--- src/rtl/uart_pkg.sv ---
// UART package with the oversampling constant, the default divider and framer states.
`default_nettype none

package uart_pkg;

    // each bit cell is sampled seven times. The start patterns depend on it.
    localparam logic [2:0] samples_per_bit = 3'd7;

    // 50 MHz / (115200 * 7) rounds to 62 clocks per sample strobe.
    localparam int default_sample_div = 62;

    typedef enum logic [1:0]
    {
        rx_idle,
        rx_shift,
        rx_check
    } rx_state_t;

    typedef enum logic
    {
        tx_idle,
        tx_send
    } tx_state_t;

endpackage

`default_nettype wire

--- src/rtl/uart_byte_fifo.sv ---
// UART byte FIFO: first-word-fall-through storage for either direction.
`default_nettype none

module uart_byte_fifo
#(
    parameter int DEPTH = 4
)
(
    input  wire logic       clk_50,
    input  wire logic       rst,
    input  wire logic       push,
    input  wire logic [7:0] push_data,
    input  wire logic       pop,
    output logic [7:0]      head,
    output logic            empty,
    output logic            full
);

    localparam int ptr_w = (DEPTH > 1) ? $clog2(DEPTH) : 1;
    localparam int cnt_w = $clog2(DEPTH + 1);

    logic [7:0]       mem [DEPTH];
    logic [ptr_w-1:0] wr_ptr;
    logic [ptr_w-1:0] rd_ptr;
    logic [cnt_w-1:0] count;
    logic             push_ok;

    assign push_ok = push && !full; // a push into a full FIFO is lost.
    assign empty   = (count == '0);
    assign full    = (count == cnt_w'(DEPTH));
    assign head    = mem[rd_ptr];

    always_ff @(posedge clk_50)
    begin
        if (push_ok)
            mem[wr_ptr] <= push_data;
    end

    always_ff @(posedge clk_50 or posedge rst)
    begin
        if (rst)
        begin
            wr_ptr <= '0;
            rd_ptr <= '0;
            count  <= '0;
        end
        else
        begin
            if (push_ok)
                wr_ptr <= (wr_ptr == ptr_w'(DEPTH - 1)) ? '0 : wr_ptr + 1'b1;
            if (pop)
                rd_ptr <= (rd_ptr == ptr_w'(DEPTH - 1)) ? '0 : rd_ptr + 1'b1;
            // the caller only pops when the FIFO holds data.
            if (push_ok && !pop)
                count <= count + 1'b1;
            else if (pop && !push_ok)
                count <= count - 1'b1;
        end
    end

endmodule

`default_nettype wire

--- src/rtl/uart_core.sv ---
// UART core: sample tick, transmit and receive framers and their byte FIFOs.
`default_nettype none

module uart_core
#(
    parameter int SAMPLE_DIV = uart_pkg::default_sample_div,
    parameter int TX_DEPTH   = 4,
    parameter int RX_DEPTH   = 8
)
(
    input  wire logic       clk_50,
    input  wire logic       rst,
    input  wire logic       wr_en,
    input  wire logic [7:0] wr_data,
    output logic            tx_full,
    input  wire logic       rd_en,
    output logic [7:0]      rd_data,
    output logic            rx_empty,
    output logic [7:0]      frame_errors,
    output logic            uart_tx,
    input  wire logic       uart_rx
);

    logic       sample_en;
    logic [7:0] tx_head;
    logic       tx_fifo_empty;
    logic       tx_pop;
    logic       rx_vld;
    logic [7:0] rx_data;
    logic       rx_frame_error;

    uart_sample_tick #(.SAMPLE_DIV(SAMPLE_DIV)) i_sample_tick
    (
        .clk_50    (clk_50),
        .rst       (rst),
        .sample_en (sample_en)
    );

    uart_byte_fifo #(.DEPTH(TX_DEPTH)) i_tx_fifo
    (
        .clk_50    (clk_50),
        .rst       (rst),
        .push      (wr_en),
        .push_data (wr_data),
        .pop       (tx_pop),
        .head      (tx_head),
        .empty     (tx_fifo_empty),
        .full      (tx_full)
    );

    uart_tx_framer i_tx_framer
    (
        .clk_50    (clk_50),
        .rst       (rst),
        .sample_en (sample_en),
        .tx_empty  (tx_fifo_empty),
        .tx_byte   (tx_head),
        .tx_pop    (tx_pop),
        .uart_tx   (uart_tx)
    );

    uart_rx_framer i_rx_framer
    (
        .clk_50         (clk_50),
        .rst            (rst),
        .sample_en      (sample_en),
        .uart_rx        (uart_rx),
        .rx_vld         (rx_vld),
        .rx_data        (rx_data),
        .rx_frame_error (rx_frame_error),
        .frame_errors   (frame_errors)
    );

    // bad frames are discarded here and only show up in the error count.
    uart_byte_fifo #(.DEPTH(RX_DEPTH)) i_rx_fifo
    (
        .clk_50    (clk_50),
        .rst       (rst),
        .push      (rx_vld && !rx_frame_error),
        .push_data (rx_data),
        .pop       (rd_en && !rx_empty),
        .head      (rd_data),
        .empty     (rx_empty),
        .full      ()
    );

endmodule

`default_nettype wire

--- src/rtl/uart_rx_framer.sv ---
// UART receive framer: start detection, two-sample bit votes, frame check and error count.
`default_nettype none

module uart_rx_framer
(
    input  wire logic       clk_50,
    input  wire logic       rst,
    input  wire logic       sample_en,
    input  wire logic       uart_rx,
    output logic            rx_vld,
    output logic [7:0]      rx_data,
    output logic            rx_frame_error,
    output logic [7:0]      frame_errors
);

    import uart_pkg::*;

    rx_state_t  state;
    logic [6:0] rx_sample;
    logic [2:0] cell_cnt;
    logic [3:0] bit_cnt;
    logic [8:0] rx_capture;
    logic [8:0] rx_bit_err;
    logic       rx_falling_clean;
    logic       rx_falling_tolerant;
    logic       rx_falling;
    logic       vote_high;
    logic       vote_low;
    logic       cell_end;

    // newest sample sits in bit 0 of the history.
    assign rx_falling_clean    = (rx_sample == 7'b1110000);
    assign rx_falling_tolerant = (rx_sample[6:4] == 3'b110) && (rx_sample[1:0] == 2'b00);
    assign rx_falling          = rx_falling_clean || rx_falling_tolerant;

    // when a cell count wraps, the two newest samples are the middle of that bit.
    assign vote_high = (rx_sample[1:0] == 2'b11);
    assign vote_low  = (rx_sample[1:0] == 2'b00);
    assign cell_end  = sample_en && (cell_cnt == samples_per_bit - 3'd1);

    always_ff @(posedge clk_50 or posedge rst)
    begin
        if (rst)
            rx_sample <= '1; // an idle line is high.
        else if (sample_en)
            rx_sample <= {rx_sample[5:0], uart_rx};
    end

    always_ff @(posedge clk_50 or posedge rst)
    begin
        if (rst)
        begin
            state    <= rx_idle;
            cell_cnt <= '0;
            bit_cnt  <= '0;
        end
        else
        begin
            case (state)
                rx_idle:
                begin
                    cell_cnt <= '0;
                    bit_cnt  <= '0;
                    if (sample_en && rx_falling)
                        state <= rx_shift;
                end
                rx_shift:
                begin
                    if (cell_end)
                    begin
                        cell_cnt <= '0;
                        bit_cnt  <= bit_cnt + 4'd1;
                        if (bit_cnt == 4'd8) // stop bit decided.
                            state <= rx_check;
                    end
                    else if (sample_en)
                        cell_cnt <= cell_cnt + 3'd1;
                end
                rx_check:
                    state <= rx_idle;
                default:
                    state <= rx_idle;
            endcase
        end
    end

    // eight data bits, msb first, then the stop bit end up in the capture register.
    always_ff @(posedge clk_50)
    begin
        if ((state == rx_shift) && cell_end)
        begin
            rx_capture <= {rx_capture[7:0], vote_high};
            rx_bit_err <= {rx_bit_err[7:0], !vote_high && !vote_low}; // split vote.
        end
    end

    always_ff @(posedge clk_50 or posedge rst)
    begin
        if (rst)
            frame_errors <= '0;
        else if (rx_vld && rx_frame_error && (frame_errors != 8'hff))
            frame_errors <= frame_errors + 8'd1;
    end

    assign rx_vld         = (state == rx_check);
    assign rx_data        = rx_capture[8:1];
    assign rx_frame_error = (rx_bit_err != 9'd0) || !rx_capture[0];

endmodule

`default_nettype wire

--- src/rtl/uart_sample_tick.sv ---
// UART sample tick: divides clk_50 into a one-cycle strobe at seven times the bit rate.
`default_nettype none

module uart_sample_tick
#(
    parameter int SAMPLE_DIV = uart_pkg::default_sample_div
)
(
    input  wire logic clk_50,
    input  wire logic rst,
    output logic      sample_en
);

    localparam int cnt_w = (SAMPLE_DIV > 1) ? $clog2(SAMPLE_DIV) : 1;

    logic [cnt_w-1:0] div_cnt;

    always_ff @(posedge clk_50 or posedge rst)
    begin
        if (rst)
        begin
            div_cnt   <= '0;
            sample_en <= 1'b0;
        end
        else if (div_cnt == cnt_w'(SAMPLE_DIV - 1))
        begin
            div_cnt   <= '0;
            sample_en <= 1'b1; // both framers run off this one strobe.
        end
        else
        begin
            div_cnt   <= div_cnt + 1'b1;
            sample_en <= 1'b0;
        end
    end

endmodule

`default_nettype wire

--- src/rtl/uart_tx_framer.sv ---
// UART transmit framer: sends start, eight data bits msb first and stop, seven strobes per bit.
`default_nettype none

module uart_tx_framer
(
    input  wire logic       clk_50,
    input  wire logic       rst,
    input  wire logic       sample_en,
    input  wire logic       tx_empty,
    input  wire logic [7:0] tx_byte,
    output logic            tx_pop,
    output logic            uart_tx
);

    import uart_pkg::*;

    tx_state_t  state;
    logic [9:0] tx_shift;
    logic [2:0] cell_cnt;
    logic [3:0] bit_cnt;
    logic       cell_end;

    assign tx_pop   = (state == tx_idle) && !tx_empty; // load and pop in one cycle.
    assign uart_tx  = tx_shift[9];
    assign cell_end = sample_en && (cell_cnt == samples_per_bit - 3'd1);

    always_ff @(posedge clk_50 or posedge rst)
    begin
        if (rst)
        begin
            state    <= tx_idle;
            tx_shift <= '1;
            cell_cnt <= '0;
            bit_cnt  <= '0;
        end
        else
        begin
            case (state)
                tx_idle:
                begin
                    cell_cnt <= '0;
                    bit_cnt  <= '0;
                    if (tx_pop)
                    begin
                        state    <= tx_send;
                        tx_shift <= {1'b0, tx_byte, 1'b1}; // start, data, stop.
                    end
                end
                tx_send:
                begin
                    if (cell_end)
                    begin
                        cell_cnt <= '0;
                        tx_shift <= {tx_shift[8:0], 1'b1};
                        bit_cnt  <= bit_cnt + 4'd1;
                        // the stop cell has just finished.
                        if (bit_cnt == 4'd9)
                            state <= tx_idle;
                    end
                    else if (sample_en)
                        cell_cnt <= cell_cnt + 3'd1;
                end
                default:
                    state <= tx_idle;
            endcase
        end
    end

endmodule

`default_nettype wire

--- config.mk ---
export PLATFORM = sky130hd
export DESIGN_NAME = uart_core
export DESIGN_NICKNAME = d
export VERILOG_FILES = /design/src/rtl/uart_pkg.sv /design/src/rtl/uart_byte_fifo.sv /design/src/rtl/uart_core.sv /design/src/rtl/uart_rx_framer.sv /design/src/rtl/uart_sample_tick.sv /design/src/rtl/uart_tx_framer.sv
export SDC_FILE = /design/constraint.sdc
export NUM_CORES = 1
export LEC_CHECK = 0
export BUFFER_PORTS_ARGS = -buffer_cell sky130_fd_sc_hd__buf_4
export CORE_UTILIZATION = 50
export DETAILED_ROUTE_END_ITERATION = 16
export PLACE_DENSITY = 0.75
export REMOVE_ABC_BUFFERS = 1
export SLEW_MARGIN = 20
export SYNTH_ARGS = -nofsm -noshare
export SYNTH_HDL_FRONTEND = slang
export SYNTH_SLANG_ARGS = --single-unit
--- constraint.sdc ---
create_clock -name clk_50 -period 5.75 [get_ports clk_50]
set_input_delay 0.8625 -clock clk_50 [delete_from_list [all_inputs] [get_ports clk_50]]
set_output_delay 0.8625 -clock clk_50 [all_outputs]
set_load 0.05 [all_outputs]
==> flow_summary.ini <==
[status]
status = finished, violations left
failed_checks = DRC

[global_routing]
grt_pass1_vias = 4064
grt_max_degree = 66
overflow = 0
grt_pass1_wl_mm = 20.6
grtUsageTotal = 0.172
antenna_found_initial = 0

[hold_path]
hold_class = flop to flop
worstHoldStart = i_rx_framer.rx_bit_err[1]$_DFFE_PP_
hold_path_depth = 0
holdPathEnd = i_rx_framer.rx_bit_err[2]$_DFFE_PP_

[pwr]
clkPwrFrac = 0.351
p_per_area_nw_per_um2 = 378
p_sw_frac = 0.256
p_int_mw = 2.40
ir_worst_vdd_v = 0.000239
p_sw_mw = 0.827
seqPwrFrac = 0.521
p_leak_nw = 2.99
p_comb_frac = 0.128

[setup_path]
path_buf_inv = 1
critPathTopFamily = compound AO/OA/AOI/OAI gates
crit_type = flop to flop
crit_fanout = 12
rr_worst_depth = 10
cp.depth = 10
cp-end-kind = flop
cp_slowest_cell = a211oi_2
crit_chain = nor4_2 > nand4b_2 > a211oi_2 > ha_1 > inv_1 > ha_1 > a21o_1 > a21oi_1 > mux2i_1 > xnor2_1
cp-start-kind = flop
cp_data_arrival_time_ns = 3.46
r2r-end = i_rx_fifo.count[3]$_DFFE_PP0P_
reg2reg_setup_slack_ns = 2.64
critPathMostFrequentCell = ha_1
cp_slowest_stage_delay_ns = 0.63
required_ns = 6.10
regToRegStartpoint = i_rx_framer.rx_bit_err[5]$_DFFE_PP_

[floorplan]
die_area_um2 = 15600
die_w_um = 125
io_pins = 32
fp.dieH_um = 125
num_rows = 44
start_util = 0.516
core_um2 = 14600

[logic_synthesis]
syn_inst = 473
yosysWarningCount = 0
seq_area_frac_synth = 0.670
synthArstFlopShare = 0.363
synth.area.top_cells = edfxtp_1, dfrtp_1, mux4_2
syn_area_per_cell_um2 = 16.0
ys_ff_latch = 179
synth_top_area_share = 0.453
netlist_area_um2 = 7560
synth_top_area_cell = edfxtp_1
synth_enable_flop_cells = 114
synthFlopType = edfxtp_1
synth_cell_types = 54

[sta]
relSlewSlack = 0.448
hold_viol = 0
worst_slew_pin_slew_ns = 0.828
setup-tns-final_ns = 0
max_freq_mhz = 321
skew_ns = 0.00719
whs_ns = 0.473
rsz0062_at_grt = no
drv_slew = 0
timing.final.crit_share = 0.541
finalSetupViolCount = 0
fin_crit_ns = 3.11

[run]
drv_cap = 0

[clock_tree]
post_cts_buffers = 0
cts_resized = 0
cts_buffers = 17
cts_buffer_depth = 2
root_buffer = clkbuf_16
clock_latency_ns = 0.42
clk_pin_slew_ns = 0.06
cts_tree = done
clock-sinks = 179
ctsHoldBuffers = 0
htreeDepth = 4

[placed_design]
gp_congestion = 0.747
dp.cells = 673
dp_hpwl_mm = 7.94
placed_area_um2 = 7960
port_buffers = 31

[detailed_routing]
drtPass1Iterations = 10
avgViaCountPerCell = 5.61
wl_per_cell_um = 17.3
initialDrtViolationCount = 228
vias = 3958
drcViolationCount = 4
routed_wl_mm = 12.2
antenna_left = 0

[cells_and_area]
fillers = 1102
drive_above_1_share = 0.250
nets = 549
fin_area_um2 = 8540
diodes = 0
layoutNonFillerInstCount = 705
syn_to_final_growth_pct = 12.9
-- placed cells by master (no fill, tap or decap), types with 11 or more instances in the layout --
master     count
buf_4         32
clkbuf_16     17
dfrtp_1       48
dfstp_2       16
edfxtp_1     114
ha_1          26
inv_1         15
mux2_2        21
mux4_2        24
nand2_1       34
nand3_1       11
nor2_1        16
o21ai_0       24
xnor2_1       11
-- layer usage --
| metal | vias to the layer above | global-route usage | wire (um) | part of all wire |
|---|---|---|---|---|
| met3 | 16 | 0.0436 | 332 | 0.027 |
| met1 | 2039 | 0.211 | 5410 | 0.44 |
| met4 | 0 | 0.0689 | 165 | 0.014 |
| li1 | 1849 | - | - | - |
| met5 | - | 0 | 0 | 0 |
| met2 | 54 | 0.292 | 6300 | 0.52 |
-- cell families (layout without fill, tap and decap cells) --
family / Yosys count / after routing / share of synthesized area
simple gates: 112 / 112 / 0.0842
flops: 179 / 179 / 0.670
fa+ha+maj: 28 / 28 / 0.0483
xor+xnor: 18 / 18 / 0.0208
buf+inv: 33 / 81 / 0.0187
mux: 54 / 54 / 0.115
compound gates: 49 / 49 / 0.0424
-- power groups by stage --
stage | registers [mW] | logic (mW) | clock network [mW]
after floorplan | 1.66 | 0.335 | 0
after global placement | 1.70 | 0.398 | 0
after detailed placement | 1.71 | 0.421 | 0
after CTS | 1.69 | 0.422 | 1.15
after global routing | 1.71 | 0.455 | 1.20
final | 1.68 | 0.413 | 1.13
-- synthesized netlist by cell type, drive strengths merged (4+ instances only) --
cell type / n
edfxtp: 114
dfrtp: 49
nand2: 34
ha: 26
mux4: 24
o21ai: 24
mux2: 22
dfstp: 16
inv: 16
nor2: 16
nand3: 11
xnor2: 11
and2: 9
a22o: 8
buf: 8
clkbuf: 8
mux2i: 8
nor2b: 7
xor2: 7
a21oi: 4
nand2b: 4
nor3: 4
nor3b: 4
-- flip-flops by register name (all words and copies together), names as in the netlist --
register and flops:
i_rx_fifo.mem 64, i_tx_fifo.mem 32, i_rx_framer.rx_bit_err 9, i_rx_framer.rx_capture 9, i_tx_framer.tx_shift 9, i_rx_framer.frame_errors 8, i_rx_framer.rx_sample 7, i_sample_tick.div_cnt 6
i_rx_fifo.count 4, i_rx_framer.bit_cnt 4, i_tx_framer.bit_cnt 4, i_rx_fifo.rd_ptr 3, i_rx_fifo.wr_ptr 3, i_rx_framer.cell_cnt 3, i_tx_fifo.count 3, i_tx_framer.cell_cnt 3
i_rx_framer.state 2, i_tx_fifo.rd_ptr 2, i_tx_fifo.wr_ptr 2, i_sample_tick.sample_en 1, i_tx_framer.state 1
-- how the worst max path moves through the flow --
stage | from | endpoint | slack (ns)
after floorplan | i_rx_fifo.count[0]$_DFFE_PP0P_ | i_rx_fifo.count[3]$_DFFE_PP0P_ | 2.11
after global placement | i_rx_fifo.rd_ptr[0]$_DFFE_PP0P_ | rd_data[4] | 2.75
after detailed placement | i_rx_framer.rx_bit_err[5]$_DFFE_PP_ | i_rx_fifo.count[3]$_DFFE_PP0P_ | 2.67
after CTS | i_rx_fifo.rd_ptr[0]$_DFFE_PP0P_ | rd_data[3] | 2.22
after global routing | i_rx_framer.rx_bit_err[5]$_DFFE_PP_ | i_rx_fifo.count[3]$_DFFE_PP0P_ | 2.35
final | i_rx_framer.rx_bit_err[5]$_DFFE_PP_ | i_rx_fifo.count[3]$_DFFE_PP0P_ | 2.64
-- stage by stage --
stage,total power [mW],worst slack (ns),util
2_1_floorplan,1.99,2.11,-
5_1_grt,3.37,2.35,0.583
3_3_place_gp,2.10,2.75,0.543
6_report,3.23,2.64,0.583
4_1_cts,3.26,2.22,0.583
3_5_place_dp,2.14,2.67,0.543
-- area by class of cell --
class,instances,area (um^2),area share
clock buffers,21,450,0.0528
clock inverters,11,130,0.0152
repair buffers,32,240,0.0281
flip-flops and latches,179,5070,0.594
inverters,17,63.8,0.00747
well taps,184,230,0.0270
multi-input cells,261,2350,0.275
Power figures use the tool's default switching activity.
